===== src/isa_pkg.sv =====
package isa_pkg;

    typedef logic [4:0] reg_idx_t;

    typedef enum logic [5:0] {
        OP_RTYPE = 6'h00,   // Decoded further by funct
        OP_J     = 6'h02,
        OP_JAL   = 6'h03,
        OP_BEQ   = 6'h04,
        OP_BNE   = 6'h05,
        OP_ADDIU = 6'h09,
        OP_ANDI  = 6'h0c,
        OP_ORI   = 6'h0d,
        OP_LUI   = 6'h0f,
        OP_LW    = 6'h23,
        OP_SW    = 6'h2b
    } opcode_e;

    typedef enum logic [5:0] {
        FN_SLL  = 6'h00,
        FN_JR   = 6'h08,
        FN_JALR = 6'h09,
        FN_ADDU = 6'h21,
        FN_SUBU = 6'h23,
        FN_AND  = 6'h24,
        FN_OR   = 6'h25,
        FN_SLT  = 6'h2a
    } funct_e;

    // One instruction word seen through its three encodings
    typedef union packed {
        struct packed {
            opcode_e    opcode;
            reg_idx_t   rs;
            reg_idx_t   rt;
            reg_idx_t   rd;
            logic [4:0] shamt;
            funct_e     funct;
        } r_fmt;
        struct packed {
            opcode_e     opcode;
            reg_idx_t    rs;
            reg_idx_t    rt;
            logic [15:0] imm;
        } i_fmt;
        struct packed {
            opcode_e     opcode;
            logic [25:0] index;     // Word index inside the current 256 MB region
        } j_fmt;
    } instr_u;

    localparam reg_idx_t LINK_REG = 5'd31;     // Return address register

endpackage


===== src/pipe_pkg.sv =====
package pipe_pkg;

    localparam int WORD_W = 32;     // Datapath word carried between stages

    typedef enum logic [3:0] {
        ALU_ADD = 4'd0,
        ALU_SUB = 4'd1,
        ALU_AND = 4'd2,
        ALU_OR  = 4'd3,
        ALU_SLT = 4'd4,
        ALU_SLL = 4'd5,
        ALU_LUI = 4'd6
    } alu_op_e;

    typedef struct packed {
        alu_op_e alu_op;
        logic    alu_src_imm;   // Second operand is the immediate
        logic    reg_dst_rd;    // Destination from rd
        logic    link;          // Result is PC+8
    } ex_ctrl_t;

    typedef struct packed {
        logic mem_read;
        logic mem_write;
        logic branch;
        logic branch_ne;        // BNE when set
    } mem_ctrl_t;

    typedef struct packed {
        logic reg_write;
        logic mem_to_reg;
    } wb_ctrl_t;

    typedef struct packed {
        logic              valid;
        logic [WORD_W-1:0] pc;
        logic [WORD_W-1:0] rs_val;
        logic [WORD_W-1:0] rt_val;
        isa_pkg::reg_idx_t rs;
        isa_pkg::reg_idx_t rt;
        isa_pkg::reg_idx_t dest;
        logic [WORD_W-1:0] imm;     // Already extended
        logic [4:0]        shamt;
        ex_ctrl_t          ex;
        mem_ctrl_t         mem;
        wb_ctrl_t          wb;
    } id_ex_t;

    typedef struct packed {
        logic              valid;
        logic [WORD_W-1:0] alu_res;     // Also the memory byte address
        logic [WORD_W-1:0] store_data;
        isa_pkg::reg_idx_t dest;
        mem_ctrl_t         mem;
        wb_ctrl_t          wb;
    } ex_res_t;

    typedef struct packed {
        logic              valid;
        isa_pkg::reg_idx_t dest;
        logic [WORD_W-1:0] data;
    } wb_t;

endpackage


===== src/result_stage.sv =====
module result_stage #(
    parameter int DATA_W     = 32,
    parameter int DMEM_DEPTH = 64
) (
    input  logic              i_clk,
    input  logic              i_rst_n,
    input  pipe_pkg::ex_res_t i_ex_res,
    output pipe_pkg::wb_t     o_wb
);
    localparam int ADDR_W = $clog2(DMEM_DEPTH);

    logic [DATA_W-1:0] dmem [DMEM_DEPTH];
    logic [ADDR_W-1:0] word_idx;
    logic [DATA_W-1:0] load_data;

    assign word_idx  = i_ex_res.alu_res[ADDR_W+1:2];   // Byte address to word index
    assign load_data = dmem[word_idx];                 // Async read

    always_ff @(posedge i_clk)
    begin
        if (!i_rst_n)
        begin
            for (int i = 0; i < DMEM_DEPTH; i++)
                dmem[i] <= '0;
        end
        else if (i_ex_res.valid && i_ex_res.mem.mem_write)
        begin
            dmem[word_idx] <= i_ex_res.store_data;
        end
    end

    assign o_wb.valid = i_ex_res.valid && i_ex_res.wb.reg_write;
    assign o_wb.dest  = i_ex_res.dest;
    assign o_wb.data  = i_ex_res.wb.mem_to_reg ? load_data : i_ex_res.alu_res;

    a_mem_rw_exclusive: assert property (@(posedge i_clk) disable iff (!i_rst_n)
        i_ex_res.valid |-> !(i_ex_res.mem.mem_read && i_ex_res.mem.mem_write));

endmodule


===== config.mk =====
export PLATFORM = sky130hd
export DESIGN_NAME = result_stage
export DESIGN_NICKNAME = d
export VERILOG_FILES = /design/src/isa_pkg.sv /design/src/pipe_pkg.sv /design/src/result_stage.sv
export SDC_FILE = /design/constraint.sdc
export NUM_CORES = 2
export LEC_CHECK = 0
export ABC_AREA = 1
export BUFFER_PORTS_ARGS = -buffer_cell sky130_fd_sc_hd__buf_2
export CORE_MARGIN = 4
export CORE_UTILIZATION = 61
export CTS_BUF_LIST = sky130_fd_sc_hd__clkbuf_8
export CTS_CLUSTER_DIAMETER = 30
export DETAILED_ROUTE_END_ITERATION = 10
export PLACE_DENSITY = 0.77
export SLEW_MARGIN = 10
export SYNTH_ARGS = -nofsm -noshare
export SYNTH_HDL_FRONTEND = slang
export SYNTH_SLANG_ARGS = --single-unit

===== constraint.sdc =====
create_clock -name i_clk -period 5.8 [get_ports i_clk]
set_input_delay 0.87 -clock i_clk [delete_from_list [all_inputs] [get_ports i_clk]]
set_output_delay 0.87 -clock i_clk [all_outputs]
set_load 0.03 [all_outputs]

==> results.json <==
{
  "initial_core_util_pct": 61.4,
  "irDropWorstVdd_uv": 277,
  "clock_sinks": 2048,
  "finalNonFillerCells": 13383,
  "synth_top_family_by_area": "simple AND/OR/NAND/NOR gates",
  "antenna_left": 0,
  "pin_count": 116,
  "io_buffers": 102,
  "drv_slew": 0,
  "cap_violations": 0,
  "start_kind": "input pin",
  "setup_viol": 0,
  "regMostFlops": "dmem",
  "crit_cells": 18,
  "vias": 76985,
  "place_congestion": 0.934,
  "cts_tree": "built",
  "post_drt_wl_per_cell_um": 21.8,
  "cts_setup_buffers": 0,
  "clkSlewWorstSetupHoldPaths_ns": 0.06,
  "synthTopCellsByCount": "nand2_1, nor2_1, edfxtp_1",
  "dp_cells": 12661,
  "synth-simple-area-share_pct": 31.7,
  "cts_hold_buf": 0,
  "synth_cells": 11062,
  "min_delay_path_depth": 3,
  "post_cts_resized": 0,
  "yosysTopAreaCell": "edfxtp_1",
  "root_buffer": "clkbuf_8",
  "worst_slew_pin_slew_ns": 1.24,
  "netSwitchingFraction_pct": 25.2,
  "synthesis.area_um2": 95900,
  "finalCritPeriodShare_pct": 91.2,
  "p_switching_mw": 9.05,
  "grt_max_degree": 187,
  "p_per_area_nw_per_um2": 336,
  "synth_edf_count": 2048,
  "crit_family": "buffers and inverters",
  "status": "complete, no violations",
  "vias_per_cell": 5.75,
  "track_usage_pct": 35.3,
  "top_regs": "dmem (2048)",
  "crit_top_cell": "nand2_1",
  "tns_ns": 0,
  "dieArea_um2": 164000,
  "ys_types": 23,
  "min-delay-start": "i_ex_res[29]",
  "timing.final.ws_setup_ns": 0.511,
  "post-place-ws_ns": 0.703,
  "synthArstFlopShare_pct": 0,
  "grt_pass1_wl_um": 435000,
  "syn2layout_area_growth_pct": 11.4,
  "yosys_warnings": 0,
  "numCtsBuffers": 410,
  "layout-drive-gt1-share_pct": 9.20,
  "holdPathEnd": "dmem[55][18]",
  "cp.required_ns": 4.93,
  "coreArea_um2": 156000,
  "power_leakage_nw": 48.0,
  "crit_path_cell_trace": "buf_8 -> inv_8 -> buf_12 -> buf_4 -> buf_4 -> nand2_1 -> nand2_1 -> nand2_1 -> nand2_1 -> nand2_1 -> nand2_1 -> nand2_1 -> nand2_1 -> inv_1 -> nand3_1 -> nand2_1 -> inv_1 -> buf_2",
  "first_pass_iters": 8,
  "drt_iter0_markers": 10735,
  "synth_top_area_share_pct": 64.2,
  "die_w_um": 404,
  "period_needed_ns": 5.29,
  "synth_most_common_cell": "nand2_1",
  "endpoint_kind": "primary output",
  "synth.mux.area_fraction_pct": 0,
  "ys_ff_latch": 2048,
  "nets": 11093,
  "wirelength_um": 292000,
  "antenna_found_initial": 13,
  "synth_nets": 11140,
  "grt_pass1_vias": 74616,
  "combPwrFrac_pct": 8.5,
  "synthAdderAreaFrac_pct": 0,
  "rows": 145,
  "min_path_type": "in -> reg",
  "rsz0062_at_grt": "no",
  "dp_hpwl_um": 161000,
  "power_frac_seq_pct": 48.0,
  "largest_register_ffs": 2048,
  "drcViolationCount": 0,
  "crit_slowest_cell": "inv_8",
  "internal_power_mw": 26.8,
  "die_y_um": 404,
  "clock.fmax_mhz": 189,
  "critPathBufInv": 8,
  "cts.htree.levels": 5,
  "hold_viol": 0,
  "synth_top_flop_cell": "edfxtp_1",
  "max_stage_delay_ns": 0.55,
  "arrival_ns": 4.42,
  "synth_compound_area_share_pct": 0.206,
  "relSlewSlack_pct": 17.1,
  "seq_area_frac_synth_pct": 64.2,
  "synthTopCellsByArea": "edfxtp_1, nand2_1, nor2_1, clkbuf_1, buf_2",
  "synth-xor-area-share_pct": 0,
  "power_frac_clock_pct": 43.5,
  "critPathKind": "in -> out",
  "grt_overflow": 0,
  "syn_area_per_cell_um2": 8.67,
  "cts_max_path_buffers": 4,
  "cp_max_fo": 71
}
area by class of cell:
class                      count  area (µm²)
sequential                  2048       61500
fill                       11630       49500
multi-input combinational   8063       30600
clock buffer                 414        5700
timing repair buffer         369        2960
clock inverter               303        2890
tap                         2058        2570
inverter                     123         522
antenna                        5        12.5
layout by cell type, fill, tap and decap left out, types with 5 or more instances in the layout:
cell	instances
buf_12	33
nand2_1	5795
buf_4	235
nor2_1	2133
clkinv_2	96
nand3_1	51
clkinv_1	67
clkinvlp_4	41
inv_1	144
clkinv_4	16
clkbuf_8	414
buf_2	98
edfxtp_1	2048
nor3_2	6
bufinv_16	54
diode_2	5
or2_2	28
o21ai_0	16
a21oi_1	19
power by group through the flow:
stage	Clock (mW)	Combinational (mW)	Sequential, mW
6_report	15.6	3.04	17.2
5_1_grt	16.4	3.28	17.3
4_1_cts	15.6	2.97	17.2
3_5_place_dp	0	2.95	17.5
3_3_place_gp	0	2.90	17.5
2_1_floorplan	0	1.87	17.5
layer usage:
layer / vias to the layer above / track usage, % / wire length, µm
met5: - / 0 / 44
met4: 6 / 21.1 / 19500
met3: 1036 / 9.50 / 39900
met2: 5502 / 54.9 / 132000
met1: 35763 / 44.6 / 99900
li1: 34678 / - / -
worst max path at each step:
stage / from / endpoint / slack [ns]
after floorplan: i_ex_res[45] / o_wb[31] / 2.38
after global placement: i_ex_res[45] / o_wb[24] / 0.70
after detailed placement: i_ex_res[45] / o_wb[24] / 0.70
after CTS: i_ex_res[45] / o_wb[24] / 0.69
after global routing: i_ex_res[45] / o_wb[24] / 0.44
final: i_ex_res[45] / o_wb[24] / 0.51
worst min-delay path: stages:
cell and delay (ns):
buf_2 0.11, clkinv_2 0.09, nor2_1 0.05
kinds of logic after synthesis:
| group | Yosys count |
|---|---|
| AND/OR/NAND/NOR | 8025 |
| flip-flops | 2048 |
| buffers and inverters | 951 |
| AO/OA/AOI/OAI | 38 |
stage by stage:
stage / power [mW] / instance area [µm²] / util, % / hold WS [ns]
3_5_place_dp: 20.5 / 98100 / 62.8 / 1.30
2_1_floorplan: 19.3 / 95900 / - / 1.12
5_1_grt: 37.0 / 107000 / 68.3 / 0.198
3_3_place_gp: 20.4 / 98100 / 62.8 / 1.29
4_1_cts: 35.8 / 107000 / 68.3 / 0.142
6_report: 35.9 / 107000 / 68.3 / 0.211
(Power assumes the default switching activity.)
