### src/isa_pkg.sv
package isa_pkg;

    typedef logic [4:0] reg_idx_t;

    typedef enum logic [5:0] {
        OP_RTYPE = 6'h00,   // Decoded further by funct
        OP_J     = 6'h02,
        OP_JAL   = 6'h03,
        OP_BEQ   = 6'h04,
        OP_BNE   = 6'h05,
        OP_ADDIU = 6'h09,
        OP_ANDI  = 6'h0c,
        OP_ORI   = 6'h0d,
        OP_LUI   = 6'h0f,
        OP_LW    = 6'h23,
        OP_SW    = 6'h2b
    } opcode_e;

    typedef enum logic [5:0] {
        FN_SLL  = 6'h00,
        FN_JR   = 6'h08,
        FN_JALR = 6'h09,
        FN_ADDU = 6'h21,
        FN_SUBU = 6'h23,
        FN_AND  = 6'h24,
        FN_OR   = 6'h25,
        FN_SLT  = 6'h2a
    } funct_e;

    // One instruction word seen through its three encodings
    typedef union packed {
        struct packed {
            opcode_e    opcode;
            reg_idx_t   rs;
            reg_idx_t   rt;
            reg_idx_t   rd;
            logic [4:0] shamt;
            funct_e     funct;
        } r_fmt;
        struct packed {
            opcode_e     opcode;
            reg_idx_t    rs;
            reg_idx_t    rt;
            logic [15:0] imm;
        } i_fmt;
        struct packed {
            opcode_e     opcode;
            logic [25:0] index;     // Word index inside the current 256 MB region
        } j_fmt;
    } instr_u;

    localparam reg_idx_t LINK_REG = 5'd31;     // Return address register

endpackage

### src/pipe_pkg.sv
package pipe_pkg;

    localparam int WORD_W = 32;     // Datapath word carried between stages

    typedef enum logic [3:0] {
        ALU_ADD = 4'd0,
        ALU_SUB = 4'd1,
        ALU_AND = 4'd2,
        ALU_OR  = 4'd3,
        ALU_SLT = 4'd4,
        ALU_SLL = 4'd5,
        ALU_LUI = 4'd6
    } alu_op_e;

    typedef struct packed {
        alu_op_e alu_op;
        logic    alu_src_imm;   // Second operand is the immediate
        logic    reg_dst_rd;    // Destination from rd
        logic    link;          // Result is PC+8
    } ex_ctrl_t;

    typedef struct packed {
        logic mem_read;
        logic mem_write;
        logic branch;
        logic branch_ne;        // BNE when set
    } mem_ctrl_t;

    typedef struct packed {
        logic reg_write;
        logic mem_to_reg;
    } wb_ctrl_t;

    typedef struct packed {
        logic              valid;
        logic [WORD_W-1:0] pc;
        logic [WORD_W-1:0] rs_val;
        logic [WORD_W-1:0] rt_val;
        isa_pkg::reg_idx_t rs;
        isa_pkg::reg_idx_t rt;
        isa_pkg::reg_idx_t dest;
        logic [WORD_W-1:0] imm;     // Already extended
        logic [4:0]        shamt;
        ex_ctrl_t          ex;
        mem_ctrl_t         mem;
        wb_ctrl_t          wb;
    } id_ex_t;

    typedef struct packed {
        logic              valid;
        logic [WORD_W-1:0] alu_res;     // Also the memory byte address
        logic [WORD_W-1:0] store_data;
        isa_pkg::reg_idx_t dest;
        mem_ctrl_t         mem;
        wb_ctrl_t          wb;
    } ex_res_t;

    typedef struct packed {
        logic              valid;
        isa_pkg::reg_idx_t dest;
        logic [WORD_W-1:0] data;
    } wb_t;

endpackage

### src/decode_stage.sv
module decode_stage #(
    parameter int DATA_W = 32
) (
    input  logic              i_clk,
    input  logic              i_rst_n,
    input  logic              i_instr_valid,
    input  isa_pkg::instr_u   i_instr,
    input  logic [DATA_W-1:0] i_pc,
    output isa_pkg::reg_idx_t o_rd_addr_a,
    output isa_pkg::reg_idx_t o_rd_addr_b,
    input  logic [DATA_W-1:0] i_rd_data_a,
    input  logic [DATA_W-1:0] i_rd_data_b,
    input  isa_pkg::reg_idx_t i_ex_dest,
    input  logic              i_ex_load,
    input  logic              i_ex_writes,
    output logic              o_stall,
    output logic              o_jump,
    output logic [DATA_W-1:0] o_jump_target,
    output pipe_pkg::id_ex_t  o_id_ex
);
    import isa_pkg::*;
    import pipe_pkg::*;

    opcode_e           opcode;
    reg_idx_t          rs;
    reg_idx_t          rt;
    reg_idx_t          dest;
    logic [DATA_W-1:0] imm_ext;
    ex_ctrl_t          ex_ctrl;
    mem_ctrl_t         mem_ctrl;
    wb_ctrl_t          wb_ctrl;
    logic              uses_rs;
    logic              uses_rt;
    logic              imm_zero;
    logic              is_j;
    logic              is_jr;
    logic              ex_hit_rs;
    logic              ex_hit_rt;
    logic              accept;

    assign opcode      = i_instr.r_fmt.opcode;
    assign rs          = i_instr.i_fmt.rs;     // Same bits in R and I formats
    assign rt          = i_instr.i_fmt.rt;
    assign o_rd_addr_a = rs;
    assign o_rd_addr_b = rt;

    always_comb
    begin
        ex_ctrl  = '0;
        mem_ctrl = '0;
        wb_ctrl  = '0;
        uses_rs  = 1'b1;
        uses_rt  = 1'b0;
        imm_zero = 1'b0;
        is_j     = 1'b0;
        is_jr    = 1'b0;
        case (opcode)
            OP_RTYPE:
            begin
                ex_ctrl.reg_dst_rd = 1'b1;
                wb_ctrl.reg_write  = 1'b1;
                uses_rt            = 1'b1;
                case (i_instr.r_fmt.funct)
                    FN_ADDU: ex_ctrl.alu_op = ALU_ADD;
                    FN_SUBU: ex_ctrl.alu_op = ALU_SUB;
                    FN_AND:  ex_ctrl.alu_op = ALU_AND;
                    FN_OR:   ex_ctrl.alu_op = ALU_OR;
                    FN_SLT:  ex_ctrl.alu_op = ALU_SLT;
                    FN_SLL:
                    begin
                        ex_ctrl.alu_op = ALU_SLL;
                        uses_rs        = 1'b0;
                    end
                    FN_JR, FN_JALR:
                    begin
                        is_jr             = 1'b1;
                        uses_rt           = 1'b0;
                        ex_ctrl.link      = (i_instr.r_fmt.funct == FN_JALR);
                        wb_ctrl.reg_write = (i_instr.r_fmt.funct == FN_JALR);
                    end
                    default: wb_ctrl.reg_write = 1'b0;     // Unsupported funct runs as a NOP
                endcase
            end
            OP_ADDIU, OP_ANDI, OP_ORI:
            begin
                ex_ctrl.alu_src_imm = 1'b1;
                wb_ctrl.reg_write   = 1'b1;
                imm_zero            = (opcode != OP_ADDIU);
                if (opcode == OP_ANDI)
                    ex_ctrl.alu_op = ALU_AND;
                else if (opcode == OP_ORI)
                    ex_ctrl.alu_op = ALU_OR;
            end
            OP_LUI:
            begin
                ex_ctrl.alu_op      = ALU_LUI;
                ex_ctrl.alu_src_imm = 1'b1;
                wb_ctrl.reg_write   = 1'b1;
                uses_rs             = 1'b0;
            end
            OP_LW:
            begin
                ex_ctrl.alu_src_imm = 1'b1;
                mem_ctrl.mem_read   = 1'b1;
                wb_ctrl             = '{reg_write: 1'b1, mem_to_reg: 1'b1};
            end
            OP_SW:
            begin
                ex_ctrl.alu_src_imm = 1'b1;
                mem_ctrl.mem_write  = 1'b1;
                uses_rt             = 1'b1;
            end
            OP_BEQ, OP_BNE:
            begin
                mem_ctrl.branch    = 1'b1;
                mem_ctrl.branch_ne = (opcode == OP_BNE);
                uses_rt            = 1'b1;
            end
            OP_J, OP_JAL:
            begin
                is_j              = 1'b1;
                uses_rs           = 1'b0;
                ex_ctrl.link      = (opcode == OP_JAL);
                wb_ctrl.reg_write = (opcode == OP_JAL);
            end
            default: uses_rs = 1'b0;
        endcase
    end

    always_comb
    begin
        if (ex_ctrl.reg_dst_rd)
            dest = i_instr.r_fmt.rd;    // R-type and JALR
        else if (ex_ctrl.link)
            dest = LINK_REG;            // JAL
        else
            dest = rt;
    end

    assign imm_ext = imm_zero ? {{(DATA_W-16){1'b0}}, i_instr.i_fmt.imm}
                              : {{(DATA_W-16){i_instr.i_fmt.imm[15]}}, i_instr.i_fmt.imm};

    // Only the instruction in execute can be ahead of the register file
    assign ex_hit_rs = uses_rs && (i_ex_dest != '0) && (i_ex_dest == rs);
    assign ex_hit_rt = uses_rt && (i_ex_dest != '0) && (i_ex_dest == rt);
    assign o_stall   = i_instr_valid && ((i_ex_load && (ex_hit_rs || ex_hit_rt))
                                        || (is_jr && i_ex_writes && ex_hit_rs));
    assign accept    = i_instr_valid && !o_stall;

    assign o_jump        = accept && (is_j || is_jr);
    assign o_jump_target = is_jr ? i_rd_data_a
                                 : {i_pc[DATA_W-1:DATA_W-4], i_instr.j_fmt.index, 2'b00};

    always_ff @(posedge i_clk)
    begin
        if (!i_rst_n)
        begin
            o_id_ex.valid <= 1'b0;
            o_id_ex.ex    <= '0;
            o_id_ex.mem   <= '0;
            o_id_ex.wb    <= '0;
        end
        else
        begin
            o_id_ex.valid  <= accept;
            o_id_ex.ex     <= accept ? ex_ctrl : '0;     // Bubble when stalled or idle
            o_id_ex.mem    <= accept ? mem_ctrl : '0;
            o_id_ex.wb     <= accept ? wb_ctrl : '0;
            o_id_ex.pc     <= i_pc;
            o_id_ex.rs_val <= i_rd_data_a;
            o_id_ex.rt_val <= i_rd_data_b;
            o_id_ex.rs     <= rs;
            o_id_ex.rt     <= rt;
            o_id_ex.dest   <= dest;
            o_id_ex.imm    <= imm_ext;
            o_id_ex.shamt  <= i_instr.r_fmt.shamt;
        end
    end

    // A stall needs an instruction and clears once the bubble is in execute
    a_stall_one_cycle: assert property (@(posedge i_clk) disable iff (!i_rst_n)
        o_stall |-> i_instr_valid ##1 !o_stall);

endmodule

### config.mk
export PLATFORM = sky130hd
export DESIGN_NAME = decode_stage
export DESIGN_NICKNAME = d
export VERILOG_FILES = /design/src/isa_pkg.sv /design/src/pipe_pkg.sv /design/src/decode_stage.sv
export SDC_FILE = /design/constraint.sdc
export NUM_CORES = 1
export LEC_CHECK = 0
export BUFFER_PORTS_ARGS = -buffer_cell sky130_fd_sc_hd__buf_2
export CORE_AREA = 2 2 152 154
export CTS_BUF_LIST = sky130_fd_sc_hd__clkbuf_2
export DETAILED_ROUTE_END_ITERATION = 10
export DIE_AREA = 0 0 154 156
export MAX_ROUTING_LAYER = met4
export PLACE_DENSITY = 0.48
export SYNTH_ARGS = -nofsm -noshare
export SYNTH_HDL_FRONTEND = slang
export SYNTH_SLANG_ARGS = --single-unit
### constraint.sdc
create_clock -name i_clk -period 4.3 [get_ports i_clk]
set_input_delay 0 -clock i_clk [delete_from_list [all_inputs] [get_ports i_clk]]
set_output_delay 0 -clock i_clk [all_outputs]
set_load 0.1 [all_outputs]
==> reports/qor.yml, run 1 <==
die:
  initial_core_util_pct: 24.6
  num_rows: 55
  die_w_um: 154
  fp.dieH_um: 156
  io_pins: 344
synth:
  synthCells: 390
  async_flop_share_pct: 0
  ys_ff_latch: 140
  synth_top_area_share_pct: 70.0
  yosysWarnings: 0
  synthFlopType: "edfxtp_1"
  ys_types: 44
  synth_fp_nets: 528
  syn_area_per_cell_sq_um: 14.1
  post-synth-top-area-cell: "edfxtp_1"
  synth_area_leaders: "edfxtp_1, nand2_1, buf_4"
  syn-cell-area_sq_um: 5490
  synth-seq-area-share_pct: 74.4
  synth-edff-count: 128
placed_design:
  dp_cells: 970
  place_congestion: 0.805
  dpl.hpwl_um: 13300
  io_buffers: 342
status:
  lastStage: "clock tree synthesis (4_1_cts)"
  status: "stopped before the end"
  error: "[ERROR RSZ-0060] Max buffer count reached."
clocking:
  cts_buffers: 17
  clock_path_buffers: 2
  postCtsHoldBufs: 202
  clock-sinks: 140
  htreeDepth: 4
  cts_resized: 0
  cts-root-buf: "clkbuf_2"
  post-cts-setup-buffers: 0
==> stage by stage <==
| step | area, sq um | setup slack [ns] | hold WS [ns] |
|---|---|---|---|
| after floorplan | 5500 | 1.32 | 0.0897 |
| after global placement | 7280 | 1.75 | 0.177 |
| after detailed placement | 7280 | 1.73 | 0.178 |
==> cell usage after synthesis (all sizes together) (4+ instances only) <==
| library cell | n |
|---|---|
| a31oi | 4 |
| edfxtp | 128 |
| buf | 34 |
| o21ai | 5 |
| a21oi | 10 |
| nor3 | 19 |
| nand3 | 4 |
| a21o | 4 |
| dfxtp | 12 |
| clkbuf | 15 |
| nor4 | 6 |
| nor2 | 10 |
| o22a | 5 |
| nand2b | 5 |
| inv | 9 |
| and2 | 4 |
| xor2 | 8 |
| nand2 | 73 |
==> kinds of logic after synthesis <==
group	count (synthesis)	synth area share, %
DFF	140	74.4
and+or+nand+nor	140	12.6
buffers and inverters	58	6.24
adders and majority gates	1	0.182
AOI/OAI and AO/OA	39	4.83
other	1	0.0683
xor gates and xnor gates	11	1.75
==> inputs of run 2 (changes only) <==
- CORE_AREA: 2 2 152 154 -> 2 2 169 171
- CTS_BUF_LIST: sky130_fd_sc_hd__clkbuf_2 -> default
- DIE_AREA: 0 0 154 156 -> 0 0 171 173
- MAX_ROUTING_LAYER: met4 -> default
- PLACE_DENSITY: 0.48 -> default
- PLACE_DENSITY_LB_ADDON: default -> 0.15
==> run 2 against run 1 <==
Against the previous run:
- the run now ends clean
- synthesized cell count stayed put
- area after synthesis stayed put
==> reports/qor.yml, run 2 <==
status:
  status: "completed"  # was stopped before the end
synth:
  synth_area_leaders: "edfxtp_1, nand2_1, buf_4"  # unchanged
  ys_ff_latch: 140  # unchanged
  synth-seq-area-share_pct: 74.4  # unchanged
  synth_fa_ha_area_share_pct: 0.182  # unchanged
  synth-edff-count: 128  # unchanged
  ys_types: 44  # unchanged
  post-synth-top-area-cell: "edfxtp_1"  # unchanged
  synth_compound_area_share_pct: 4.83  # unchanged
  synthXorXnorAreaFrac_pct: 1.75  # unchanged
  synthSimpleGateAreaFrac_pct: 12.6  # unchanged
  async_flop_share_pct: 0  # unchanged
  synth_most_common_cell: "edfxtp_1"  # unchanged
  syn-cell-area_sq_um: 5490  # unchanged
  synth_top_area_share_pct: 70.0  # unchanged
  synthFlopType: "edfxtp_1"  # unchanged
  synthTopCellsByCount: "edfxtp_1, nand2_1, buf_4"  # unchanged
  synth_top_family_by_area: "simple AND/OR/NAND/NOR gates"  # unchanged
  synthCells: 390  # unchanged
  yosysWarnings: 0  # unchanged
  syn_area_per_cell_sq_um: 14.1  # unchanged
  synthMuxAreaShare_pct: 0  # unchanged
  synth_fp_nets: 528  # unchanged
clocking:
  postCtsHoldBufs: 129  # was 202
  cts_buffers: 17  # unchanged
  clock-sinks: 140  # unchanged
  cts_resized: 0  # unchanged
  cts-root-buf: "clkbuf_16"  # was clkbuf_2
  post-cts-setup-buffers: 0  # unchanged
  htreeDepth: 4  # unchanged
  clk_pin_slew_ns: 0.07
  cts_tree: "built"
  clock_path_buffers: 2  # unchanged
timing:
  fin_setup_tns_ns: 0
  period_minus_slack_ns: 3.56
  drv_slew: 0
  slew_headroom_pct: 28.4
  fmax_mhz: 281
  finalHoldViolations: 0
  setup_violations: 0
  worst_pin_slew_ns: 1.07
  rsz0062_at_grt: "false"
  post-route-period-util_pct: 82.9
final_layout:
  top_register: "o_id_ex"
  drive_gt1_share_pct: 45.4
  fin_cells: 1226
  nFillCells: 2851
  final_cell_mix: "buf_2, dlygate4sd3_1, edfxtp_1"
  area_growth_pct: 69.2
  final_common_cell: "buf_2"
  multi_input_area_sq_um: 1070
  reg_top3: "o_id_ex: 140 flops"
  largest_register_ffs: 140
  nets: 971
  ff_latch_area_sq_um: 4080
global_route:
  antenna_found_initial: 2
  grt_overflow: 0
  grtUsageTotal_pct: 13.7
  grt_max_degree: 67
  grt_pass1_vias: 4814
  grt_pass1_wl_um: 29900
critical_path:
  crit_type: "in2out"
  crit_fanout: 37
  critPathCaptureType: "output port"
  cp.required_ns: 4.30
  start_kind: "input port"
  critPathArrivalTime_ns: 3.56
route:
  drc_errors: 0
  wl_um: 21100
  drt-pass1-iter-count: 4
  detail_route.wl_per_cell_um: 17.2
  drtIter0Drc: 202
  ant_nets: 0
  via_per_inst: 3.88
  vias: 4754
placed_design:
  dpl.hpwl_um: 15200  # was 13,300 um
  dp_cells: 1063  # was 970
  place_congestion: 0.733  # was 0.805
  io_buffers: 342  # unchanged
die:
  num_rows: 61  # was 55
  dieArea_sq_um: 29600
  fp.dieH_um: 173  # was 156 um
  io_pins: 344  # unchanged
  initial_core_util_pct: 19.9  # was 24.6%
  die_w_um: 171  # was 154 um
  core_area_sq_um: 27600
pwr:
  power.leakage_nw: 4.03
  vdd_ir_drop_max_mv: 0.219
  powerDensity_nw_per_um2: 488
min_path:
  holdCritPathClass: "in2reg"
flow_run:
  max-cap-violations: 0
[run 2: metrics by stage]
| stage | util [%] | setup WS, ns | total power, mW | cell area [sq um] | hold WS [ns] |
|---|---|---|---|---|---|
| after floorplan | - | 1.32 | 2.73 | 5500 | 0.0897 |
| after global placement | 26.8 | 1.18 | 2.97 | 7390 | 0.176 |
| after detailed placement | 26.8 | 1.21 | 2.96 | 7390 | 0.178 |
| after CTS | 33.6 | 0.660 | 4.60 | 9280 | 0.0294 |
| after global routing | 33.6 | 0.460 | 4.70 | 9290 | 0.0734 |
| final | 33.6 | 0.735 | 4.53 | 9290 | 0.0617 |
[run 2: cells by family after synthesis]
family | Yosys count
AO/OA/AOI/OAI | 39
XOR/XNOR | 11
adder cells (fa/ha/maj) | 1
buffers and inverters | 58
flip-flops | 140
other | 1
AND/OR/NAND/NOR | 140
[run 2: cell type report]
| cell class | count | share of cell area (%) |
|---|---|---|
| multi-input combinational | 192 | 11.5 |
| inverter | 9 | 0.364 |
| sequential | 140 | 44.0 |
| clock inverter | 15 | 1.86 |
| antenna | 2 | 0.0539 |
| timing repair buffer | 473 | 32.6 |
| clock buffer | 17 | 4.58 |
| tap | 378 | 5.09 |
[run 2: path summary, 6_finish.rpt]
path	from	end	slack [ns]	cells after the start
setup / recovery	i_instr[29]	o_stall	0.74	9
hold / removal	i_instr[31]	o_id_ex[10]	0.06	3
[run 2: critical path, stage by stage]
cell	delay, ns
dlygate4sd3_1	0.53
buf_2	0.20
or4_4	0.62
nor4b_4	0.28
buf_4	0.42
a21oi_1	0.19
o31ai_2	0.67
and2_1	0.22
buf_2	0.42
[run 2: routing by layer]
metal  up-vias  track usage (%)  part of all wire [%]
li1       2290                -                     -
met1      2252             15.9                    41
met5         -                0                     0
met3        11             3.50                   6.9
met2       201             24.5                    51
met4         0             4.48                   1.4
[run 2: report_power, final]
group,internal (mW),switching [mW],total [mW],leakage (nW)
registers,1.60,0.0244,1.62,1.35
logic,0.232,1.17,1.40,2.39
clock network,0.831,0.685,1.52,0.292
(Power assumes the default switching activity.)
