[config.mk]
export PLATFORM = sky130hd
export DESIGN_NAME = execute_stage
export DESIGN_NICKNAME = d
export VERILOG_FILES = /design/src/isa_pkg.sv /design/src/pipe_pkg.sv /design/src/execute_stage.sv
export SDC_FILE = /design/constraint.sdc
export NUM_CORES = 1
export LEC_CHECK = 0
export BUFFER_PORTS_ARGS = -buffer_cell sky130_fd_sc_hd__buf_2
export CORE_MARGIN = 1
export CORE_UTILIZATION = 45
export DETAILED_ROUTE_END_ITERATION = 10
export GPL_TIMING_DRIVEN = 1
export PLACE_DENSITY = 0.69
export SKIP_CTS_REPAIR_TIMING = 1
export SYNTH_ARGS = -nofsm -noshare
export SYNTH_HDL_FRONTEND = slang
export SYNTH_SLANG_ARGS = --single-unit
[constraint.sdc]
create_clock -name i_clk -period 7.5 [get_ports i_clk]
set_clock_uncertainty 0.05 [all_clocks]
set_input_delay 1.125 -clock i_clk [delete_from_list [all_inputs] [get_ports i_clk]]
set_output_delay 1.125 -clock i_clk [all_outputs]
set_load 0.05 [all_outputs]
[src/isa_pkg.sv]
package isa_pkg;

    typedef logic [4:0] reg_idx_t;

    typedef enum logic [5:0] {
        OP_RTYPE = 6'h00,   // Decoded further by funct
        OP_J     = 6'h02,
        OP_JAL   = 6'h03,
        OP_BEQ   = 6'h04,
        OP_BNE   = 6'h05,
        OP_ADDIU = 6'h09,
        OP_ANDI  = 6'h0c,
        OP_ORI   = 6'h0d,
        OP_LUI   = 6'h0f,
        OP_LW    = 6'h23,
        OP_SW    = 6'h2b
    } opcode_e;

    typedef enum logic [5:0] {
        FN_SLL  = 6'h00,
        FN_JR   = 6'h08,
        FN_JALR = 6'h09,
        FN_ADDU = 6'h21,
        FN_SUBU = 6'h23,
        FN_AND  = 6'h24,
        FN_OR   = 6'h25,
        FN_SLT  = 6'h2a
    } funct_e;

    // One instruction word seen through its three encodings
    typedef union packed {
        struct packed {
            opcode_e    opcode;
            reg_idx_t   rs;
            reg_idx_t   rt;
            reg_idx_t   rd;
            logic [4:0] shamt;
            funct_e     funct;
        } r_fmt;
        struct packed {
            opcode_e     opcode;
            reg_idx_t    rs;
            reg_idx_t    rt;
            logic [15:0] imm;
        } i_fmt;
        struct packed {
            opcode_e     opcode;
            logic [25:0] index;     // Word index inside the current 256 MB region
        } j_fmt;
    } instr_u;

    localparam reg_idx_t LINK_REG = 5'd31;     // Return address register

endpackage

[src/pipe_pkg.sv]
package pipe_pkg;

    localparam int WORD_W = 32;     // Datapath word carried between stages

    typedef enum logic [3:0] {
        ALU_ADD = 4'd0,
        ALU_SUB = 4'd1,
        ALU_AND = 4'd2,
        ALU_OR  = 4'd3,
        ALU_SLT = 4'd4,
        ALU_SLL = 4'd5,
        ALU_LUI = 4'd6
    } alu_op_e;

    typedef struct packed {
        alu_op_e alu_op;
        logic    alu_src_imm;   // Second operand is the immediate
        logic    reg_dst_rd;    // Destination from rd
        logic    link;          // Result is PC+8
    } ex_ctrl_t;

    typedef struct packed {
        logic mem_read;
        logic mem_write;
        logic branch;
        logic branch_ne;        // BNE when set
    } mem_ctrl_t;

    typedef struct packed {
        logic reg_write;
        logic mem_to_reg;
    } wb_ctrl_t;

    typedef struct packed {
        logic              valid;
        logic [WORD_W-1:0] pc;
        logic [WORD_W-1:0] rs_val;
        logic [WORD_W-1:0] rt_val;
        isa_pkg::reg_idx_t rs;
        isa_pkg::reg_idx_t rt;
        isa_pkg::reg_idx_t dest;
        logic [WORD_W-1:0] imm;     // Already extended
        logic [4:0]        shamt;
        ex_ctrl_t          ex;
        mem_ctrl_t         mem;
        wb_ctrl_t          wb;
    } id_ex_t;

    typedef struct packed {
        logic              valid;
        logic [WORD_W-1:0] alu_res;     // Also the memory byte address
        logic [WORD_W-1:0] store_data;
        isa_pkg::reg_idx_t dest;
        mem_ctrl_t         mem;
        wb_ctrl_t          wb;
    } ex_res_t;

    typedef struct packed {
        logic              valid;
        isa_pkg::reg_idx_t dest;
        logic [WORD_W-1:0] data;
    } wb_t;

endpackage

[src/execute_stage.sv]
module execute_stage #(
    parameter int DATA_W = 32
) (
    input  logic              i_clk,
    input  logic              i_rst_n,
    input  pipe_pkg::id_ex_t  i_id_ex,
    input  pipe_pkg::wb_t     i_wb,
    output isa_pkg::reg_idx_t o_ex_dest,
    output logic              o_ex_load,
    output logic              o_ex_writes,
    output logic              o_branch_taken,
    output logic [DATA_W-1:0] o_branch_target,
    output pipe_pkg::ex_res_t o_ex_res
);
    import pipe_pkg::*;

    logic              fwd_a;
    logic              fwd_b;
    logic [DATA_W-1:0] op_a;
    logic [DATA_W-1:0] op_b;
    logic [DATA_W-1:0] alu_b;
    logic [DATA_W-1:0] alu_res;
    logic [DATA_W-1:0] result;

    // Result stage holds the next older instruction
    assign fwd_a = i_wb.valid && (i_wb.dest != '0) && (i_wb.dest == i_id_ex.rs);
    assign fwd_b = i_wb.valid && (i_wb.dest != '0) && (i_wb.dest == i_id_ex.rt);
    assign op_a  = fwd_a ? i_wb.data : i_id_ex.rs_val;
    assign op_b  = fwd_b ? i_wb.data : i_id_ex.rt_val;
    assign alu_b = i_id_ex.ex.alu_src_imm ? i_id_ex.imm : op_b;

    always_comb
    begin
        case (i_id_ex.ex.alu_op)
            ALU_ADD: alu_res = op_a + alu_b;
            ALU_SUB: alu_res = op_a - alu_b;
            ALU_AND: alu_res = op_a & alu_b;
            ALU_OR:  alu_res = op_a | alu_b;
            ALU_SLT: alu_res = {{(DATA_W-1){1'b0}}, $signed(op_a) < $signed(alu_b)};
            ALU_SLL: alu_res = op_b << i_id_ex.shamt;
            ALU_LUI: alu_res = alu_b << 16;
            default: alu_res = '0;
        endcase
    end

    assign result = i_id_ex.ex.link ? i_id_ex.pc + DATA_W'(8) : alu_res;    // Skip the delay slot

    assign o_branch_taken  = i_id_ex.valid && i_id_ex.mem.branch
                             && ((op_a == op_b) != i_id_ex.mem.branch_ne);
    assign o_branch_target = i_id_ex.pc + DATA_W'(4) + (i_id_ex.imm << 2);

    // Seen by the hazard check in decode
    assign o_ex_dest   = i_id_ex.dest;
    assign o_ex_load   = i_id_ex.valid && i_id_ex.mem.mem_read;
    assign o_ex_writes = i_id_ex.valid && i_id_ex.wb.reg_write;

    always_ff @(posedge i_clk)
    begin
        if (!i_rst_n)
        begin
            o_ex_res.valid <= 1'b0;
            o_ex_res.mem   <= '0;
            o_ex_res.wb    <= '0;
        end
        else
        begin
            o_ex_res.valid      <= i_id_ex.valid;
            o_ex_res.mem        <= i_id_ex.mem;
            o_ex_res.wb         <= i_id_ex.wb;
            o_ex_res.alu_res    <= result;
            o_ex_res.store_data <= op_b;
            o_ex_res.dest       <= i_id_ex.dest;
        end
    end

    a_alu_op_known: assert property (@(posedge i_clk) disable iff (!i_rst_n)
        i_id_ex.valid |-> i_id_ex.ex.alu_op inside
            {ALU_ADD, ALU_SUB, ALU_AND, ALU_OR, ALU_SLT, ALU_SLL, ALU_LUI});

endmodule

==> results of run 1 <==
-- cells by family after synthesis --
| group | count (synthesis) | share of synthesized area (%) |
|---|---|---|
| compound gates | 472 | 23.9 |
| xor+xnor | 101 | 6.53 |
| fa+ha+maj | 173 | 16.1 |
| buf+inv | 230 | 7.05 |
| flops | 76 | 16.3 |
| mux | 164 | 16.0 |
| simple gates | 403 | 14.1 |
-- layer usage --
layer	vias to the layer above	share of wire, %	GRT usage [%]
li1	6573	-	-
met2	883	43	53.9
met5	-	0	0
met4	0	3.0	12.3
met1	6932	43	50.1
met3	98	11	7.68
-- synth_stat cells, types with 8 or more instances --
cell type | number | share of area (%)
ha_1 | 170 | 16
inv_1 | 135 | 3.7
nor2_1 | 125 | 3.5
a21oi_1 | 113 | 4.2
nand2_1 | 101 | 2.8
o21ai_0 | 83 | 3.1
mux2i_1 | 78 | 5.8
xnor2_1 | 76 | 4.9
edfxtp_1 | 69 | 15
clkbuf_1 | 62 | 1.7
mux2_2 | 45 | 3.7
nor3_1 | 32 | 1.2
a21o_1 | 30 | 1.7
nand4_1 | 27 | 1.2
nand3_1 | 26 | 0.96
xor2_1 | 25 | 1.6
a221oi_1 | 24 | 1.6
o22ai_1 | 21 | 0.97
o21bai_1 | 20 | 1.1
o221ai_1 | 20 | 1.3
mux4_2 | 18 | 3.0
a221o_1 | 17 | 1.3
nand2b_1 | 16 | 0.74
o21a_1 | 16 | 0.89
a31oi_1 | 15 | 0.69
and2_1 | 15 | 0.69
a211oi_1 | 13 | 0.72
o211ai_1 | 13 | 0.72
or3_1 | 13 | 0.60
mux4_1 | 12 | 2.3
and3_1 | 11 | 0.51
nor2b_1 | 11 | 0.51
nor4_1 | 11 | 0.51
a22oi_1 | 9 | 0.50
o31ai_1 | 9 | 0.50
buf_1 | 8 | 0.22
mux2i_2 | 8 | 0.81
-- area by class of cell --
class                           instances  area share (%)
Antenna cell                            2          0.0317
Clock buffer                            9            1.42
Clock inverter                          7           0.578
Inverter                              141            3.35
Multi-Input combinational cell       1313            65.8
Sequential cell                        76            14.0
Tap cell                              390            3.09
Timing Repair Buffer                  351            11.7
-- final timing paths --
check | endpoint | from
setup / recovery | o_ex_res[69] | i_wb[36]
hold / removal | o_ex_res[6] | i_id_ex[50]
-- cells in the final DEF, fill, tap and decap left out, types with 26 or more instances in the layout --
cell type	n
ha_1	170
mux2_2	45
o21ai_0	83
nand2_1	101
mux2i_1	78
nor3_1	31
nand3_1	26
buf_2	315
a21o_1	30
nor2_1	124
xnor2_1	76
edfxtp_1	69
inv_1	135
buf_4	36
nand4_1	27
a21oi_1	113
-- through the flow --
stage               cell area [um^2]  power [uW]  worst slack [ns]
global route                   15800        2590             0.658
global placement               15500        1950             0.816
CTS                            15800        2450              1.12
finish                         15800        2480             0.914
floorplan                      13500        1540              1.46
detailed placement             15500        1950             0.726
-- power by group through the flow --
| stage | registers [uW] | clock network [uW] | logic (uW) |
|---|---|---|---|
| 2_1_floorplan | 654 | 0 | 881 |
| 3_5_place_dp | 523 | 0 | 1430 |
| 3_3_place_gp | 523 | 0 | 1420 |
| 6_report | 514 | 499 | 1470 |
| 4_1_cts | 515 | 501 | 1440 |
| 5_1_grt | 517 | 510 | 1560 |
-- critical path, cell delays in order --
cell and delay, ns:
buf_2 0.13, xnor2_1 0.16, nand4_1 0.25, nor2_4 0.42, buf_4 0.48, mux2i_1 0.62
inv_1 0.28, mux2_2 0.41, ha_1 0.55, a21oi_1 0.12, o22ai_1 0.16, a21oi_1 0.13
o21a_1 0.23, a31oi_1 0.58, nor3_1 0.18, o31a_1 0.28, o21ai_0 0.35, a31oi_1 0.18
==> results.sh, run 1 <==
export IMPL_status="finished, final reports clean"
export IMPL_p_per_area_nw_per_um2=157
export IMPL_vias=14500
export IMPL_drv_slew=0
export IMPL_whs_path_depth=1
export IMPL_power_frac_seq_pct=20.7
export IMPL_swShare_pct=49.0
export IMPL_cts_root_buffer_cell="clkbuf_16"
export IMPL_pwr_share_comb_pct=59.2
export IMPL_finalSetupViolCount=0
export IMPL_place_hpwl_um=45300
export IMPL_grt_max_degree=77
export IMPL_yosysSeqAreaShare_pct=16.3
export IMPL_grt_total_usage_pct=35.7
export IMPL_gr_total_overflow=0
export IMPL_syn_inst=1619
export IMPL_die_area_um2=30800
export IMPL_period_minus_slack_ns=6.59
export IMPL_syn_nets=1994
export IMPL_worstSetupPathType="input pin to flop"
export IMPL_reg_top3="o_ex_res (76)"
export IMPL_drt_iter0_markers=1561
export IMPL_syn_area_um2=13500
export IMPL_post_place_cells=2271
export IMPL_fin_setup_tns_ns=0
export IMPL_grt_pass1_wl_um=82200
export IMPL_synth_ff_type="edfxtp_1"
export IMPL_worst_pin_slew_ns=1.23
export IMPL_rsz0062_at_grt="no"
export IMPL_drive_above_1_share_pct=24.7
export IMPL_cts_buffers=9
export IMPL_pwr_share_clk_pct=20.1
export IMPL_p_int_uw=1270
export IMPL_nets=2267
export IMPL_cts_max_level=3
export IMPL_drt_wl_total_um=56300
export IMPL_start_kind="input pin"
export IMPL_p_leak_uw=0.00710
export IMPL_initial_core_util_pct=45.7
export IMPL_fillers=2865
export IMPL_hold_class="input pin to flop"
export IMPL_synth_edff_count=69
export IMPL_wl_per_cell_um=24.6
export IMPL_cp_max_fo=24
export IMPL_final_core_util_pct=53.3
export IMPL_cp_data_required_time_ns=7.54
export IMPL_end_kind="flop"
export IMPL_numPortBuffers=316
export IMPL_fin_hold_ws_ns=0.899
export IMPL_largest_register="o_ex_res"
export IMPL_hold_violations=0
export IMPL_cts_sinks=76
export IMPL_coreArea_um2=29600
export IMPL_instances_no_fill=2289
export IMPL_drt_pre_antenna_iters=6
export IMPL_dieHeight_um=176
export IMPL_critical_path_arrival_ns=6.62
export IMPL_design_portCount=318
export IMPL_globalplace_congestion=1.02
export IMPL_die_w_um=176
export IMPL_multi_input_area_um2=10400
export IMPL_areaGrowthSynthToFinish_pct=16.7
export IMPL_avgViaCountPerCell=6.33
export IMPL_avgSynthCellArea_um2=8.37
export IMPL_clock_fmax_ghz=0.152
export IMPL_seq_area_um2=2210
export IMPL_slew_headroom_pct=16.0
export IMPL_tritoncts="yes"
export IMPL_ir_worst_vdd_mv=0.117
export IMPL_clkTransAtPathRegs_ns=0.07
export IMPL_placementRows=63
export IMPL_yosys_warnings=0
export IMPL_period_share_pct=87.8
export IMPL_switchingPower_uw=1220
export IMPL_antenna_found_initial=2
export IMPL_maxCapViolations=0
export IMPL_cts_buffer_depth=2
export IMPL_synth_cell_type_count=90
export IMPL_largest_reg_flops=76
export IMPL_drcViolationCount=0
export IMPL_grt_pass1_vias=13500
export IMPL_synth_ff_latch_count=76
export IMPL_ant_nets=0
export IMPL_async_reset_ff_share_pct=0
(Power assumes the default switching activity.)
==> run 2: changes to the inputs <==
==> constraint.sdc (replaced) <==
create_clock -name i_clk -period 7.5 [get_ports i_clk]
set_clock_uncertainty 0.05 [all_clocks]
set_input_delay 1.5 -clock i_clk [delete_from_list [all_inputs] [get_ports i_clk]]
set_output_delay 1.5 -clock i_clk [all_outputs]
set_load 0.05 [all_outputs]
==> run 2 against run 1 <==
  * Utilization increased by 0.38 points
  * Cell area increased by 0.70%
  * Sequential share of layout area decreased by 0.098 points
  * Highest routed layer unchanged
  * Total power increased by 1.9%
  * Via count increased by 0.42%
  * Maximum frequency decreased by 1.6%
  * Critical path type unchanged
  * Worst hold slack improved by 0.37 ns
  * Count of clock-buffer cells in the layout increased by 1
==> results.sh, run 2 (synthesis results as in run 1) <==
export IMPL_hold_class="input pin to flop"
export IMPL_final_cell_area_um2=15900
export IMPL_end_kind="flop"
export IMPL_clock_fmax_ghz=0.149
export IMPL_largest_reg_flops=76
export IMPL_areaGrowthSynthToFinish_pct=17.5
export IMPL_grtUsageMet3_pct=9.81
export IMPL_nets=2280
export IMPL_grt_max_degree=77
export IMPL_endpoint="o_ex_res[66]"
export IMPL_worst_pin_slew_ns=1.19
export IMPL_cp_max_fo=10
export IMPL_antenna_found_initial=0
export IMPL_drt_wl_total_um=56600
export IMPL_coreArea_um2=29600
export IMPL_hold_violations=0
export IMPL_die_area_um2=30800
export IMPL_cts_buffers=9
export IMPL_dp_slack_ns=0.492
export IMPL_drt_pre_antenna_iters=6
export IMPL_reg_top3="o_ex_res (76)"
export IMPL_grt_pass1_vias=13500
export IMPL_mostFrequentLayoutCell="buf_2"
export IMPL_diodes=0
export IMPL_largest_register="o_ex_res"
export IMPL_clkTransAtPathRegs_ns=0.07
export IMPL_design_portCount=318
export IMPL_slew_headroom_pct=20.2
export IMPL_ir_worst_vdd_mv=0.124
export IMPL_fin_setup_tns_ns=0
export IMPL_worst_slack_ns=0.808
export IMPL_period_minus_slack_ns=6.69
export IMPL_place_hpwl_um=45700
export IMPL_worstSetupPathType="input pin to flop"
export IMPL_placementRows=63
export IMPL_rsz0062_at_grt="no"
export IMPL_die_w_um=176
export IMPL_p_per_area_nw_per_um2=159
export IMPL_ant_nets=0
export IMPL_finalSetupViolCount=0
export IMPL_critical_path_arrival_ns=6.73
export IMPL_start_kind="input pin"
export IMPL_wl_per_cell_um=24.6
export IMPL_globalplace_congestion=0.995
export IMPL_p_leak_uw=0.00717
export IMPL_vias=14500
export IMPL_cts_root_buffer_cell="clkbuf_16"
export IMPL_grt_total_usage_pct=36.0
export IMPL_drt_iter0_markers=1631
export IMPL_use_met2_pct=54.2
export IMPL_cp_data_required_time_ns=7.53
export IMPL_status="finished, final reports clean"
export IMPL_grt_pass1_wl_um=82600
export IMPL_drive_above_1_share_pct=25.1
export IMPL_place_area_um2=15600
export IMPL_grt_busiest_layer="met2"
export IMPL_dieHeight_um=176
export IMPL_final_cell_mix="buf_2 (315), ha_1 (170), inv_1 (135), nor2_1 (124), a21oi_1 (113)"
export IMPL_drcViolationCount=0
export IMPL_avgViaCountPerCell=6.32
export IMPL_numPortBuffers=316
export IMPL_crit_start="i_wb[33]"
export IMPL_gr_total_overflow=0
export IMPL_cts_max_level=3
export IMPL_holdCritStartpoint="i_id_ex[52]"
export IMPL_cts_buffer_depth=2
export IMPL_drv_slew=0
export IMPL_tritoncts="yes"
export IMPL_maxCapViolations=0
export IMPL_initial_core_util_pct=45.7
export IMPL_period_share_pct=89.2
export IMPL_cts_sinks=76
export IMPL_use_met1_pct=49.6
-- run 2: worst max-delay path, cell delays in order --
cell,delay [ns]
buf_2,0.12
or4_4,0.55
o211ai_2,0.26
nor2_4,0.13
buf_4,0.21
mux2i_1,0.46
inv_1,0.25
mux2_2,0.40
ha_1,0.44
o21ai_0,0.21
o21bai_1,0.09
a21o_1,0.18
a221o_1,0.39
a21oi_1,0.36
a31o_4,0.30
o21ai_0,0.24
a221o_1,0.37
a21oi_1,0.16
o22ai_1,0.11
-- run 2: routing by layer --
| layer | routed length (um) | up-vias |
|---|---|---|
| met3 | 7180 | 112 |
| met5 | 0 | - |
| met4 | 1750 | 0 |
| met2 | 23800 | 920 |
| li1 | - | 6593 |
| met1 | 23800 | 6922 |
-- run 2: layout make-up --
| class | instances | area (um^2) |
|---|---|---|
| clock inverters | 6 | 113 |
| inverters | 141 | 529 |
| multi-input cells | 1313 | 10400 |
| repair buffers | 364 | 1940 |
| fillers | 2882 | 13700 |
| flip-flops and latches | 76 | 2210 |
| well taps | 390 | 488 |
| clock buffers | 10 | 229 |
-- run 2: through the flow --
step / total power (uW) / cells / util (%) / hold WS (ns)
6_report: 2530 / 2300 / 53.7 / 1.27
5_1_grt: 2640 / 2300 / 53.7 / 1.26
4_1_cts: 2500 / 2300 / 53.7 / 1.26
3_5_place_dp: 1970 / 2284 / 52.5 / 1.64
3_3_place_gp: 1960 / 2284 / 52.5 / 1.64
2_1_floorplan: 1540 / 1619 / - / 1.55
-- run 2: worst min path at each step --
stage	slack [ns]	cells after the start	end
2_1_floorplan	1.55	0	o_ex_res[10]
3_3_place_gp	1.64	1	o_ex_res[8]
3_5_place_dp	1.64	1	o_ex_res[8]
4_1_cts	1.26	1	o_ex_res[8]
5_1_grt	1.26	1	o_ex_res[8]
6_report	1.27	1	o_ex_res[8]
-- run 2: power by group --
part / switching (uW) / leakage [uW] / total, uW / internal (uW)
clock network: 208 / 0.000167 / 534 / 326
logic: 1000 / 0.00628 / 1480 / 479
registers: 9.43 / 0.000729 / 514 / 505
total: 1220 / 0.00717 / 2530 / 1310
==> run 3: changes to the inputs <==
--- a/config.mk
+++ b/config.mk
@@ -6,6 +6,7 @@
 export NUM_CORES = 1
 export LEC_CHECK = 0
 export BUFFER_PORTS_ARGS = -buffer_cell sky130_fd_sc_hd__buf_2
+export CORE_ASPECT_RATIO = 1.1
 export CORE_MARGIN = 1
 export CORE_UTILIZATION = 45
 export DETAILED_ROUTE_END_ITERATION = 10
==> run 3 against run 2 <==
  * Maximum frequency fell by 1.4%
  * Critical path depth did not move
  * Via count barely moved
  * Combinational power barely moved
  * Utilization fell by 0.092 points
  * Global-route usage barely moved
  * Non-clock buffer count fell by 1
  * Critical path type unchanged
  * Largest power group unchanged
  * Highest routed layer unchanged
==> results.sh, run 3 (synthesis results as in run 1) <==
export IMPL_die_w_um=167
export IMPL_final_cell_area_um2=15800
export IMPL_avgViaCountPerCell=6.37
export IMPL_cp_cell_sequence="buf_2, or4_4, o211ai_2, nor2_4, buf_4, buf_4, mux2i_1, inv_1, mux2_2, ha_1, a21oi_1, o22ai_1, a21oi_1, o21a_1, a31oi_1, nor3_1, o31a_1, o21ai_0, a31oi_1"
export IMPL_cts_max_level=3
export IMPL_rsz0062_at_grt="no"
export IMPL_finalSetupViolCount=0
export IMPL_vias=14500
export IMPL_grt_total_usage_pct=36.0
export IMPL_coreArea_um2=29600
export IMPL_reg_top3="o_ex_res (76)"
export IMPL_period_minus_slack_ns=6.79
export IMPL_clock_fmax_ghz=0.147
export IMPL_drv_slew=0
export IMPL_p_per_area_nw_per_um2=155
export IMPL_place_hpwl_um=45700
export IMPL_ant_nets=0
export IMPL_cts_buffers=9
export IMPL_drive_above_1_share_pct=25.2
export IMPL_cts_sinks=76
export IMPL_globalplace_congestion=1.01
export IMPL_placementRows=66
export IMPL_dieHeight_um=184
export IMPL_start_kind="input pin"
export IMPL_drt_pre_antenna_iters=6
export IMPL_grt_pass1_vias=13600
export IMPL_drt_iter0_markers=1579
export IMPL_nets=2279
export IMPL_worstSetupPathType="input pin to flop"
export IMPL_initial_core_util_pct=45.8
export IMPL_gr_total_overflow=0
export IMPL_fin_setup_tns_ns=0
export IMPL_critPathBufInv=4
export IMPL_wl_per_cell_um=24.8
export IMPL_grt_pass1_wl_um=83100
export IMPL_largest_reg_flops=76
export IMPL_max_stage_delay_ns=0.55
export IMPL_largest_register="o_ex_res"
export IMPL_cts_root_buffer_cell="clkbuf_16"
export IMPL_areaGrowthSynthToFinish_pct=17.0
export IMPL_worst_pin_slew_ns=1.09
export IMPL_clkTransAtPathRegs_ns=0.07
export IMPL_crit_family="compound AO/OA/AOI/OAI gates"
export IMPL_grt_max_degree=77
export IMPL_ir_worst_vdd_mv=0.118
export IMPL_hold_class="input pin to flop"
export IMPL_cp_max_fo=15
export IMPL_period_share_pct=90.5
export IMPL_cp_data_required_time_ns=7.53
export IMPL_final_cell_mix="buf_2 (315), ha_1 (170), inv_1 (135), nor2_1 (124), a21oi_1 (113)"
export IMPL_hold_violations=0
export IMPL_die_area_um2=30800
export IMPL_status="finished, final reports clean"
export IMPL_end_kind="flop"
export IMPL_design_portCount=318
export IMPL_drcViolationCount=0
export IMPL_cts_buffer_depth=2
export IMPL_p_leak_uw=0.00715
export IMPL_mostFrequentLayoutCell="buf_2"
export IMPL_worst_path_max_delay_cell="or4_4"
export IMPL_drt_wl_total_um=56600
export IMPL_numPortBuffers=316
export IMPL_tritoncts="yes"
export IMPL_place_area_um2=15600
export IMPL_maxCapViolations=0
export IMPL_slew_headroom_pct=25.4
export IMPL_antenna_found_initial=2
export IMPL_critical_path_arrival_ns=6.82
-- run 3: layout make-up --
| class | instances | area, um^2 |
|---|---|---|
| antenna | 1 | 2.50 |
| tap | 374 | 468 |
| fill | 2873 | 13700 |
| inverter | 141 | 529 |
| timing repair buffer | 363 | 1940 |
| clock inverter | 7 | 67.6 |
| multi-input combinational | 1313 | 10400 |
| sequential | 76 | 2210 |
| clock buffer | 9 | 225 |
-- run 3: final timing paths --
path / from / endpoint / slack, ns / cells after the start
worst max-delay path: i_wb[33] / o_ex_res[69] / 0.71 / 19
worst min-delay path: i_id_ex[53] / o_ex_res[9] / 1.27 / 1
-- run 3: per-layer routing --
layer / vias to the layer above / part of all wire (%) / global-route usage, % / wire, um
met4: 0 / 3.8 / 14.9 / 2130
met3: 106 / 11 / 7.00 / 5960
met5: - / 0 / 0 / 0
met1: 6952 / 42 / 48.7 / 23900
li1: 6602 / - / - / -
met2: 878 / 43 / 56.0 / 24600
-- run 3: report_power, final --
part,leakage (uW),switching (uW),internal (uW)
Combinational,0.00627,1000,478
Sequential,0.000729,9.31,505
Clock,0.000149,201,257
-- run 3: metrics by stage --
| step | hold WS [ns] | setup WS (ns) | util, % | std cells | total power [uW] |
|---|---|---|---|---|---|
| after floorplan | 1.55 | 1.08 | - | 1619 | 1540 |
| after global placement | 1.64 | 0.572 | 52.6 | 2267 | 1960 |
| after detailed placement | 1.64 | 0.506 | 52.6 | 2267 | 1960 |
| after CTS | 1.26 | 0.880 | 53.6 | 2283 | 2420 |
| after global routing | 1.26 | 0.509 | 53.6 | 2284 | 2560 |
| final | 1.27 | 0.712 | 53.6 | 2284 | 2450 |
